`config.mk`:
```
export PLATFORM = sky130hd
export DESIGN_NAME = rv_core
export DESIGN_NICKNAME = d
export VERILOG_FILES = /design/src/logic/rv_core_pkg.sv /design/src/logic/rv_decode.sv /design/src/logic/rv_execute.sv /design/src/logic/rv_result.sv /design/src/logic/rv_core.sv
export VERILOG_INCLUDE_DIRS = /design/src /design/src/logic
export SDC_FILE = /design/constraint.sdc
export NUM_CORES = 1
export LEC_CHECK = 0
export BUFFER_PORTS_ARGS = -buffer_cell sky130_fd_sc_hd__buf_2
export CELL_PAD_IN_SITES_DETAIL_PLACEMENT = 0
export CELL_PAD_IN_SITES_GLOBAL_PLACEMENT = 1
export CORE_MARGIN = 1.5
export CORE_UTILIZATION = 50
export DETAILED_ROUTE_END_ITERATION = 16
export PLACE_DENSITY = 0.79
export SLEW_MARGIN = 15
export SYNTH_ARGS = -nofsm -noshare
export SYNTH_HDL_FRONTEND = slang
export SYNTH_SLANG_ARGS = --single-unit
```
`constraint.sdc`:
```
create_clock -name clock -period 8 [get_ports clock]
set_input_delay 1.2 -clock clock [delete_from_list [all_inputs] [get_ports clock]]
set_output_delay 1.2 -clock clock [all_outputs]
set_load 0.005 [all_outputs]
```
`src/logic/rv_core_consts.svh`:
```
`ifndef RV_CORE_CONSTS_SVH
`define RV_CORE_CONSTS_SVH

// data and pc width.
`define XLEN 32

// rv32e register file.
`define REG_COUNT 16
`define REG_AW 4

// base opcodes of the supported instructions.
`define OP_LUI 7'b0110111
`define OP_AUIPC 7'b0010111
`define OP_JAL 7'b1101111
`define OP_JALR 7'b1100111
`define OP_BRANCH 7'b1100011
`define OP_IMM 7'b0010011
`define OP_REG 7'b0110011

`endif

```
`src/logic/rv_core_pkg.sv`:
```
`default_nettype none

package rv_core_pkg;

	typedef struct packed {
		logic [6:0] funct7;
		logic [4:0] rs2;
		logic [4:0] rs1;
		logic [2:0] funct3;
		logic [4:0] rd;
		logic [6:0] opcode;
	} inst_r_t;

	typedef struct packed {
		logic [11:0] imm;
		logic [4:0] rs1;
		logic [2:0] funct3;
		logic [4:0] rd;
		logic [6:0] opcode;
	} inst_i_t;

	typedef struct packed {
		logic [6:0] imm_11_5;
		logic [4:0] rs2;
		logic [4:0] rs1;
		logic [2:0] funct3;
		logic [4:0] imm_4_0;
		logic [6:0] opcode;
	} inst_s_t;

	typedef struct packed {
		logic imm_12;
		logic [5:0] imm_10_5;
		logic [4:0] rs2;
		logic [4:0] rs1;
		logic [2:0] funct3;
		logic [3:0] imm_4_1;
		logic imm_11;
		logic [6:0] opcode;
	} inst_b_t;

	typedef struct packed {
		logic [19:0] imm_31_12;
		logic [4:0] rd;
		logic [6:0] opcode;
	} inst_u_t;

	typedef struct packed {
		logic imm_20;
		logic [9:0] imm_10_1;
		logic imm_11;
		logic [7:0] imm_19_12;
		logic [4:0] rd;
		logic [6:0] opcode;
	} inst_j_t;

	// one instruction word, seen through each format.
	typedef union packed {
		inst_r_t r;
		inst_i_t i;
		inst_s_t s;
		inst_b_t b;
		inst_u_t u;
		inst_j_t j;
	} inst_u;

	typedef enum logic [2:0] {
		kind_lui,
		kind_auipc,
		kind_jal,
		kind_jalr,
		kind_beq,
		kind_addi,
		kind_add,
		kind_illegal
	} op_kind_e;

endpackage

`default_nettype wire

```
`src/logic/rv_decode.sv`:
```
`timescale 1ns/1ps
`default_nettype none

`include "rv_core_consts.svh"

module rv_decode (
	input wire logic clock,
	input wire logic rst,

	input wire logic in_valid,
	output logic in_ready,
	input wire logic [`XLEN-1:0] inst,
	input wire logic [`XLEN-1:0] pc,

	output logic [`REG_AW-1:0] rs1,
	output logic [`REG_AW-1:0] rs2,
	input wire logic [`XLEN-1:0] rs1_data,
	input wire logic [`XLEN-1:0] rs2_data,

	input wire logic ex_valid,
	input wire logic [`REG_AW-1:0] ex_rd,
	input wire logic redirect,

	output logic de_valid,
	output rv_core_pkg::op_kind_e de_kind,
	output logic [`REG_AW-1:0] de_rd,
	output logic [`XLEN-1:0] de_imm,
	output logic [`XLEN-1:0] de_pc,
	output logic [`XLEN-1:0] de_src1,
	output logic [`XLEN-1:0] de_src2
);

	rv_core_pkg::inst_u word;
	rv_core_pkg::op_kind_e kind;
	logic [`XLEN-1:0] imm;
	logic [`REG_AW-1:0] rd;
	logic has_rd;
	logic need_rs2;
	logic hit_de;
	logic hit_ex;
	logic stall;
	logic accept;

	assign word = inst;

	always_comb begin
		case (word.r.opcode)
			`OP_LUI: kind = rv_core_pkg::kind_lui;
			`OP_AUIPC: kind = rv_core_pkg::kind_auipc;
			`OP_JAL: kind = rv_core_pkg::kind_jal;
			`OP_JALR: kind = rv_core_pkg::kind_jalr;
			`OP_BRANCH: kind = rv_core_pkg::kind_beq;
			`OP_IMM: kind = rv_core_pkg::kind_addi;
			`OP_REG: kind = rv_core_pkg::kind_add;
			default: kind = rv_core_pkg::kind_illegal;
		endcase
	end

	// sign-extended immediate per format.
	always_comb begin
		case (kind)
			rv_core_pkg::kind_jalr,
			rv_core_pkg::kind_addi: begin
				imm = {{(`XLEN-12){word.i.imm[11]}}, word.i.imm};
			end
			rv_core_pkg::kind_lui,
			rv_core_pkg::kind_auipc: begin
				imm = {word.u.imm_31_12, 12'b0};
			end
			rv_core_pkg::kind_jal: begin
				imm = {{(`XLEN-21){word.j.imm_20}}, word.j.imm_20, word.j.imm_19_12,
					word.j.imm_11, word.j.imm_10_1, 1'b0};
			end
			rv_core_pkg::kind_beq: begin
				imm = {{(`XLEN-13){word.b.imm_12}}, word.b.imm_12, word.b.imm_11,
					word.b.imm_10_5, word.b.imm_4_1, 1'b0};
			end
			default: begin
				imm = '0;
			end
		endcase
	end

	// rv32e keeps the low four bits of each index.
	assign rs1 = word.r.rs1[`REG_AW-1:0];
	assign rs2 = word.r.rs2[`REG_AW-1:0];

	// branches and unknown opcodes carry no destination.
	assign has_rd = (kind != rv_core_pkg::kind_beq) && (kind != rv_core_pkg::kind_illegal);
	assign rd = has_rd ? word.r.rd[`REG_AW-1:0] : '0;

	assign need_rs2 = (kind == rv_core_pkg::kind_add) || (kind == rv_core_pkg::kind_beq);

	assign hit_de = de_valid && (de_rd != '0) &&
		((de_rd == rs1) || (need_rs2 && (de_rd == rs2)));
	assign hit_ex = ex_valid && (ex_rd != '0) &&
		((ex_rd == rs1) || (need_rs2 && (ex_rd == rs2)));

	// wait until the producer has reached the register file.
	assign stall = hit_de || hit_ex;

	assign in_ready = !stall && !redirect;
	assign accept = in_valid && in_ready;

	always_ff @(posedge clock) begin
		if (rst) begin
			de_valid <= 1'b0;
		end else begin
			de_valid <= accept;
		end
	end

	always_ff @(posedge clock) begin
		if (accept) begin
			de_kind <= kind;
			de_rd <= rd;
			de_imm <= imm;
			de_pc <= pc;
			de_src1 <= rs1_data;
			de_src2 <= rs2_data;
		end
	end

endmodule

`default_nettype wire

```
`src/logic/rv_execute.sv`:
```
`timescale 1ns/1ps
`default_nettype none

`include "rv_core_consts.svh"

module rv_execute (
	input wire logic clock,
	input wire logic rst,

	input wire logic de_valid,
	input wire rv_core_pkg::op_kind_e de_kind,
	input wire logic [`REG_AW-1:0] de_rd,
	input wire logic [`XLEN-1:0] de_imm,
	input wire logic [`XLEN-1:0] de_pc,
	input wire logic [`XLEN-1:0] de_src1,
	input wire logic [`XLEN-1:0] de_src2,

	output logic ex_valid,
	output rv_core_pkg::op_kind_e ex_kind,
	output logic [`REG_AW-1:0] ex_rd,
	output logic [`XLEN-1:0] ex_data,
	output logic [`XLEN-1:0] ex_pc,

	output logic redirect,
	output logic [`XLEN-1:0] redirect_pc
);

	logic [`XLEN-1:0] pc_plus_imm;
	logic [`XLEN-1:0] pc_plus_4;
	logic [`XLEN-1:0] src1_plus_imm;
	logic [`XLEN-1:0] src_sum;
	logic [`XLEN-1:0] result;
	logic [`XLEN-1:0] target;
	logic taken;
	logic go;

	assign pc_plus_imm = de_pc + de_imm;
	assign pc_plus_4 = de_pc + `XLEN'd4;
	assign src1_plus_imm = de_src1 + de_imm;
	assign src_sum = de_src1 + de_src2;

	always_comb begin
		case (de_kind)
			rv_core_pkg::kind_lui: result = de_imm;
			rv_core_pkg::kind_auipc: result = pc_plus_imm;
			rv_core_pkg::kind_jal,
			rv_core_pkg::kind_jalr: result = pc_plus_4;
			rv_core_pkg::kind_addi: result = src1_plus_imm;
			rv_core_pkg::kind_add: result = src_sum;
			default: result = '0;
		endcase
	end

	// jalr target has bit 0 forced low.
	assign target = (de_kind == rv_core_pkg::kind_jalr) ?
		{src1_plus_imm[`XLEN-1:1], 1'b0} : pc_plus_imm;

	// predicted not-taken, so every taken transfer redirects.
	assign taken = (de_kind == rv_core_pkg::kind_jal) ||
		(de_kind == rv_core_pkg::kind_jalr) ||
		((de_kind == rv_core_pkg::kind_beq) && (de_src1 == de_src2));

	// the instruction behind a taken transfer is squashed here.
	assign go = de_valid && !redirect;

	always_ff @(posedge clock) begin
		if (rst) begin
			ex_valid <= 1'b0;
			redirect <= 1'b0;
		end else begin
			ex_valid <= go;
			redirect <= go && taken;
		end
	end

	always_ff @(posedge clock) begin
		if (go) begin
			ex_kind <= de_kind;
			ex_rd <= de_rd;
			ex_data <= result;
			ex_pc <= de_pc;
			redirect_pc <= target;
		end
	end

endmodule

`default_nettype wire

```
`src/logic/rv_result.sv`:
```
`timescale 1ns/1ps
`default_nettype none

`include "rv_core_consts.svh"

module rv_result (
	input wire logic clock,
	input wire logic rst,

	input wire logic [`REG_AW-1:0] rs1,
	input wire logic [`REG_AW-1:0] rs2,
	output logic [`XLEN-1:0] rs1_data,
	output logic [`XLEN-1:0] rs2_data,

	input wire logic ex_valid,
	input wire rv_core_pkg::op_kind_e ex_kind,
	input wire logic [`REG_AW-1:0] ex_rd,
	input wire logic [`XLEN-1:0] ex_data,
	input wire logic [`XLEN-1:0] ex_pc,

	output logic wb_valid,
	output logic [`REG_AW-1:0] wb_rd,
	output logic [`XLEN-1:0] wb_data,
	output logic [`XLEN-1:0] wb_pc,
	output logic illegal
);

	logic [`XLEN-1:0] regs [`REG_COUNT];
	logic writes_rd;
	logic wr_en;

	// x0 is hardwired to zero.
	assign rs1_data = (rs1 == '0) ? '0 : regs[rs1];
	assign rs2_data = (rs2 == '0) ? '0 : regs[rs2];

	assign writes_rd = (ex_kind != rv_core_pkg::kind_beq) &&
		(ex_kind != rv_core_pkg::kind_illegal);
	assign wr_en = ex_valid && writes_rd && (ex_rd != '0);

	always_ff @(posedge clock) begin
		if (rst) begin
			for (int i = 0; i < `REG_COUNT; i++) begin
				regs[i] <= '0;
			end
		end else if (wr_en) begin
			regs[ex_rd] <= ex_data;
		end
	end

	// report lines up with the write at the end of this cycle.
	assign wb_valid = wr_en;
	assign wb_rd = ex_rd;
	assign wb_data = ex_data;
	assign wb_pc = ex_pc;
	assign illegal = ex_valid && (ex_kind == rv_core_pkg::kind_illegal);

endmodule

`default_nettype wire

```
`src/logic/rv_core.sv`:
```
`timescale 1ns/1ps
`default_nettype none

`include "rv_core_consts.svh"

module rv_core (
	input wire logic clock,
	input wire logic rst,

	input wire logic in_valid,
	output logic in_ready,
	input wire logic [`XLEN-1:0] inst,
	input wire logic [`XLEN-1:0] pc,

	output logic wb_valid,
	output logic [`REG_AW-1:0] wb_rd,
	output logic [`XLEN-1:0] wb_data,
	output logic [`XLEN-1:0] wb_pc,

	output logic redirect,
	output logic [`XLEN-1:0] redirect_pc,
	output logic illegal
);

	logic [`REG_AW-1:0] rs1;
	logic [`REG_AW-1:0] rs2;
	logic [`XLEN-1:0] rs1_data;
	logic [`XLEN-1:0] rs2_data;

	logic de_valid;
	rv_core_pkg::op_kind_e de_kind;
	logic [`REG_AW-1:0] de_rd;
	logic [`XLEN-1:0] de_imm;
	logic [`XLEN-1:0] de_pc;
	logic [`XLEN-1:0] de_src1;
	logic [`XLEN-1:0] de_src2;

	logic ex_valid;
	rv_core_pkg::op_kind_e ex_kind;
	logic [`REG_AW-1:0] ex_rd;
	logic [`XLEN-1:0] ex_data;
	logic [`XLEN-1:0] ex_pc;

	rv_decode u_decode (
		.clock(clock),
		.rst(rst),
		.in_valid(in_valid),
		.in_ready(in_ready),
		.inst(inst),
		.pc(pc),
		.rs1(rs1),
		.rs2(rs2),
		.rs1_data(rs1_data),
		.rs2_data(rs2_data),
		.ex_valid(ex_valid),
		.ex_rd(ex_rd),
		.redirect(redirect),
		.de_valid(de_valid),
		.de_kind(de_kind),
		.de_rd(de_rd),
		.de_imm(de_imm),
		.de_pc(de_pc),
		.de_src1(de_src1),
		.de_src2(de_src2)
	);

	rv_execute u_execute (
		.clock(clock),
		.rst(rst),
		.de_valid(de_valid),
		.de_kind(de_kind),
		.de_rd(de_rd),
		.de_imm(de_imm),
		.de_pc(de_pc),
		.de_src1(de_src1),
		.de_src2(de_src2),
		.ex_valid(ex_valid),
		.ex_kind(ex_kind),
		.ex_rd(ex_rd),
		.ex_data(ex_data),
		.ex_pc(ex_pc),
		.redirect(redirect),
		.redirect_pc(redirect_pc)
	);

	rv_result u_result (
		.clock(clock),
		.rst(rst),
		.rs1(rs1),
		.rs2(rs2),
		.rs1_data(rs1_data),
		.rs2_data(rs2_data),
		.ex_valid(ex_valid),
		.ex_kind(ex_kind),
		.ex_rd(ex_rd),
		.ex_data(ex_data),
		.ex_pc(ex_pc),
		.wb_valid(wb_valid),
		.wb_rd(wb_rd),
		.wb_data(wb_data),
		.wb_pc(wb_pc),
		.illegal(illegal)
	);

endmodule

`default_nettype wire

```
**Yosys cells after proc, flatten, opt, wreduce, memory -nomap -nowiden**

Memories as Yosys holds them, arrays and structs flattened. A register that Yosys moved wholly into a read port is not among the register bits.
Index checks and enable logic that the tools add are counted.

- Flip-flop bits (word level): 177
- RAM bits: 512
- Input bits: 67
- Output and inout port bits: 104
- Memories kept: 1

Memory list:

| name | words | width | rd ports | clocked after Yosys merged registers in | wr ports | line | source |
|---|---|---|---|---|---|---|---|
| u_result.regs | 16 | 32 | 2 | 2 | 16 | rv_result.sv:28 | `` logic [`XLEN-1:0] regs [`REG_COUNT]; `` |

- Add/subtract/negate cells: 4
- Eq/ne operators: 29
- Muxes and demuxes: 12
- Reductions and logical operators: 34

Operator list:

| kind | number |
|---|---|
| 32-bit case mux with 5 select lines | 1 |
| 32-bit case mux with 4 select lines | 1 |
| 32-bit adder | 3 |
| 32-bit 2-to-1 mux | 2 |
| 32-bit by 3-bit adder with 32-bit output, second input constant | 1 |
| 32-bit equality test | 1 |
| 32-bit OR reduction | 1 |
| 3-bit equality test, second input constant | 7 |
| 7-bit equality test, second input constant | 3 |
| 3-bit case mux with 7 select lines | 1 |
| 4-bit equality test | 4 |
| 1-bit logical AND | 16 |
| 7-bit by 5-bit equality test with 1-bit output, second input constant | 2 |
| 7-bit by 6-bit equality test with 1-bit output, second input constant | 2 |
| 3-bit by 2-bit equality test with 1-bit output, second input constant | 4 |
| 3-bit inequality test, second input constant | 4 |
| 4-bit logical NOT | 2 |
| 4-bit nonzero test | 2 |
| 3-bit by 1-bit equality test with 1-bit output, second input constant | 2 |
| 3-bit logical NOT | 2 |
| 1-bit logical OR | 6 |
| 1-bit 2-to-1 mux | 6 |
| 2-bit OR reduction | 3 |
| 4-bit 2-to-1 mux | 1 |
| 1-bit logical NOT | 2 |

**Depth between registers and ports, before layout**

- Word-level depth: 11
- Gate-level depth with buffers: 13
- Depth with buffers taken out: 13

**Hierarchy**

From an unflattened synthesis, not the netlist that was laid out.

- Cell total of the unflattened synthesis: 3287
- Area total of the unflattened synthesis: 41083.2 sq um

By module, submodules not included:

| module | instances | cells an instance | area an instance (sq um) | sequential area each (sq um) |
|---|---|---|---|---|
| rv_result | 1 | 1905 | 26120.1 | 14413.8 |
| rv_execute | 1 | 1129 | 10028.4 | 3133.0 |
| rv_decode | 1 | 253 | 4934.7 | 4073.9 |

**Least setup slack after synthesis**

No wires, ideal clock.

- Path type: input-to-reg
- From: input port inst[15]
- To: register u_decode.de_imm[0] (enable)
- Library setup time: 0.511 ns
- Data arrival time: 5.911 ns
- Data required time: 7.489 ns
- Slack: 1.578 ns
- Cell stages on the path: 9
- Buffers on the path: 3
- Path through: clkbuf_1 -> clkbuf_1 -> buf_1 -> xor2_1 -> nor4_1 -> a21oi_1 -> o22ai_1 -> nor2_1 -> and2_1

- Cells in the longest elaborated chain, start to end: 7
- Elaborated cells between the ends (all ways): 10
- Classes of those cells: eq/ne: 2; reduce/logical: 8

Ends and longest elaborated chain:

| what | line | source |
|---|---|---|
| from (decl) | rv_core.sv:12 | `` input wire logic [`XLEN-1:0] inst, `` |
| 4-bit equality test (on tied branches) | rv_decode.sv:95, rv_decode.sv:97 |  |
| 1-bit logical OR (on tied branches) | rv_decode.sv:95, rv_decode.sv:97 |  |
| 1-bit logical AND (on tied branches) | rv_decode.sv:94, rv_decode.sv:96 |  |
| 1-bit logical OR * | rv_decode.sv:100 | `assign stall = hit_de \|\| hit_ex;` |
| 1-bit logical NOT * | rv_decode.sv:102 | `assign in_ready = !stall && !redirect;` |
| 1-bit logical AND * | rv_decode.sv:102 |  |
| via in_ready | rv_core.sv:11 | `output logic in_ready,` |
| 1-bit logical AND * | rv_decode.sv:103 | `assign accept = in_valid && in_ready;` |
| via u_decode.accept | rv_decode.sv:42 | `logic accept;` |
| to (signal assigned) | rv_decode.sv:117 | `de_imm <= imm;` |
| to (decl) | rv_decode.sv:27 | `` output logic [`XLEN-1:0] de_imm, `` |

Mark *: on every way through the listed nets, which the timed path passes. The rest lies on a longest branch.
A chain may end at the register's enable or synchronous reset.

**Final worst setup path**

- From: input port inst[21]
- To: output port in_ready

- Cells in the longest elaborated chain, start to end: 7
- Elaborated cells between the ends (all ways): 11
- Classes of those cells: eq/ne: 2; reduce/logical: 9

Ends and longest elaborated chain:

| what | line |
|---|---|
| 4-bit equality test (on tied branches) | rv_decode.sv:95, rv_decode.sv:97 |
| 1-bit logical AND (on tied branches) | rv_decode.sv:95, rv_decode.sv:97 |
| 1-bit logical OR (on tied branches) | rv_decode.sv:95, rv_decode.sv:97 |
| 1-bit logical AND (on tied branches) | rv_decode.sv:94, rv_decode.sv:96 |
| 1-bit logical OR * | rv_decode.sv:100 |
| 1-bit logical NOT * | rv_decode.sv:102 |
| 1-bit logical AND * | rv_decode.sv:102 |
| to (decl) | rv_core.sv:11 |

Mark *: on every way between the ends. The rest lies on a longest branch, timed or not.

==> impl_metrics.py <==
metrics = {
    "sta": {
        "min_period_ns": 4.21,
        "fin_worst_skew_ns": 0.0220,
        "setup_viol": 0,
        "final_hold_viol_count": 0,
        "fmax_ghz": 0.238,
        "fin_setup_tns_ns": 0,
        "relSlewSlack": 0.275,
        "maxSlewViolCount": 0,
        "worst_slew_pin_slew_ns": 1.09,
        "rsz0062_at_grt": "no",
        "post-route-period-util": 0.526,
    },
    "routing": {
        "routedWlPerCell_um": 30.5,
        "num_vias": 27700,
        "drtAntennaViolNets": 0,
        "first_pass_iters": 6,
        "drtIter0Drc": 3450,
        "via_per_inst": 6.56,
        "drc": 0,
        "wirelength_um": 129000,
    },
    "hold_path": {
        "min_path_type": "reg -> reg",
        "worstHoldPathCells": 0,
    },
    "clocking": {
        "cts-resized-gates": 0,
        "h-tree-depth": 3,
        "cts_tree": "built",
        "clock_sinks": 753,
        "root_buffer": "clkbuf_16",
        "insertion_delay_ns": 0.64,
        "postCtsSetupRepairBufs": 0,
        "clock_path_buffers": 3,
        "cts_buffers": 82,
        "clk_pin_slew_ns": 0.06,
        "hold_buffers": 0,
    },
    "critical_path": {
        "cp.required_ns": 6.80,
        "cpPeakStageDelay_ns": 0.77,
        "path_cells": "buf_6 -> xor2_1 -> nor4_1 -> a21oi_1 -> o22ai_1 -> nor2_1 -> buf_2",
        "endpoint_kind": "output pin",
        "start_kind": "primary input",
        "worstPathMaxFanout": 92,
        "ff2ff_path_depth": 12,
        "critPathArrivalTime_ns": 3.01,
        "cp_slowest_cell": "buf_6",
        "crit_type": "in -> out",
    },
    "floorplanning": {
        "die_w_um": 291,
        "core_um2": 82200,
        "io_pins": 171,
        "dieArea_um2": 84900,
        "start_util": 0.506,
        "num_rows": 105,
        "die_h_um": 291,
    },
    "synth": {
        "synth_area_leaders": "edfxtp_1 54%, mux4_2 17%, and2_1 7.4%, ha_1 2.8%, clkbuf_1 1.6%",
        "synth_area_um2": 41600,
        "netlist_instances": 2954,
        "synth_common_cells": "750 x edfxtp_1, 491 x and2_1, 320 x mux4_2",
        "yosysWarnings": 0,
        "ys_types": 77,
        "yosysMostFrequentCell": "edfxtp_1",
        "ys_ff_latch": 753,
        "synth_edf_count": 750,
        "synth_top_area_frac": 0.542,
        "syn_avg_cell_area_um2": 14.1,
        "ys.flop_type": "edfxtp_1",
        "synth-seq-area-share": 0.543,
        "synth_top_cell_by_area": "edfxtp_1",
        "synthArstFlopShare": 0,
    },
    "global_route": {
        "grt.total_usage": 0.303,
        "grt_max_degree": 93,
        "grt_first_pass_wirelength_um": 187000,
        "grt_pass1_vias": 28000,
        "gr-total-overflow": 0,
        "antenna_found_initial": 7,
    },
    "power_and_ir_drop": {
        "ir_drop_mv": 0.170,
        "leakage_nw": 17.2,
        "power_density_nw_per_um2": 213,
    },
    "layout": {
        "fin_cells": 4221,
        "areaGrowthSynthToFinish_pct": 11.2,
        "nNetsFinal": 3252,
        "drive_gt1_frac": 0.227,
        "diodes": 0,
    },
    "placement": {
        "routabilityCongestion": 0.991,
        "placedCellCount": 4074,
        "place.port_buffers": 170,
        "dpl.hpwl_um": 81500,
    },
    "status": {
        "status": "finished, final reports clean",
    },
    "run": {
        "max_cap_viol_count": 0,
    },
}
-- per-stage QoR --
step / util / hold WS (ns) / total power, mW / cell area [um^2] / setup WS (ns)
after global placement: 0.531 / 0.477 / 6.13 / 43600 / 3.33
final: 0.562 / 0.496 / 9.85 / 46200 / 3.79
after global routing: 0.562 / 0.518 / 10.1 / 46200 / 3.65
after floorplan: - / 0.424 / 5.69 / 41700 / 1.58
after detailed placement: 0.531 / 0.490 / 6.17 / 43600 / 3.33
after CTS: 0.562 / 0.506 / 9.87 / 46200 / 3.84
-- cells by family after synthesis --
kind of cell / count (synthesis) / synth area share
fa+ha+maj: 97 / 0.0297
compound gates: 418 / 0.0681
buf+inv: 250 / 0.0230
simple gates: 973 / 0.132
other cells: 1 / 0.0000902
flops: 753 / 0.543
mux: 336 / 0.177
xor+xnor: 126 / 0.0265
-- flip-flops by register name, indices dropped and copies added, names as in the netlist, 3 cells and up --
| register | cells |
|---|---|
| u_execute.ex_rd | 4 |
| u_decode.de_imm | 32 |
| u_execute.ex_pc | 32 |
| u_decode.de_kind | 3 |
| u_execute.ex_kind | 3 |
| u_decode.de_rd | 4 |
| u_decode.de_pc | 32 |
| u_execute.ex_data | 32 |
| u_decode.de_src2 | 32 |
| u_decode.de_src1 | 32 |
| u_result.regs | 512 |
| u_execute.redirect_pc | 32 |
-- layout make-up --
| cell class | instances | area (um^2) |
|---|---|---|
| Inverter | 34 | 128 |
| Multi-Input combinational cell | 1982 | 18200 |
| Clock buffer | 94 | 2120 |
| Timing Repair Buffer | 235 | 1370 |
| Tap cell | 1070 | 1340 |
| Fill cell | 6455 | 36000 |
| Clock inverter | 53 | 482 |
| Sequential cell | 753 | 22600 |
-- worst max-delay path, delay by kind of cell --
family          cells  cell delay, ns
xor+xnor            1            0.15
compound gates      2            0.33
buf+inv             2            0.95
simple gates        2            0.30
-- final timing paths --
| path | start | end | slack, ns |
|---|---|---|---|
| hold reg to reg | u_decode.de_pc[0] | u_execute.ex_pc[0] | 0.50 |
| hold / removal | u_decode.de_pc[0] | u_execute.ex_pc[0] | 0.50 |
| setup reg to reg | u_decode.de_src1[0] | u_execute.ex_data[30] | 3.82 |
| setup / recovery | inst[21] | in_ready | 3.79 |
-- power breakdown --
group | total (mW) | switching [mW] | leakage, nW | internal, mW
registers | 4.73 | 0.173 | 7.62 | 4.56
clock network | 3.73 | 1.62 | 1.24 | 2.11
logic | 1.39 | 0.799 | 8.37 | 0.588
total | 9.85 | 2.59 | 17.2 | 7.25
-- cells in the final DEF, fill, tap and decap left out, types with 38 or more instances in the layout --
cell type	Yosys	routed
nor2b_1	94	93
edfxtp_1	750	750
nor2_1	88	76
o21ai_0	67	67
nand2_1	137	137
a21oi_1	104	104
buf_2	5	165
and2_1	491	490
xor2_1	62	62
buf_4	1	66
xnor2_1	64	64
clkbuf_16	0	83
a21o_1	66	66
nand3_1	38	38
mux4_2	320	320
ha_1	94	94
-- per-layer routing --
| layer | global-route usage | part of all wire | up-vias |
|---|---|---|---|
| li1 | - | - | 11600 |
| met1 | 0.406 | 0.38 | 14100 |
| met2 | 0.494 | 0.48 | 1700 |
| met3 | 0.0620 | 0.11 | 268 |
| met4 | 0.108 | 0.034 | 4 |
| met5 | 0 | 0.00018 | - |
No activity file was read; power rests on OpenSTA's default activity.
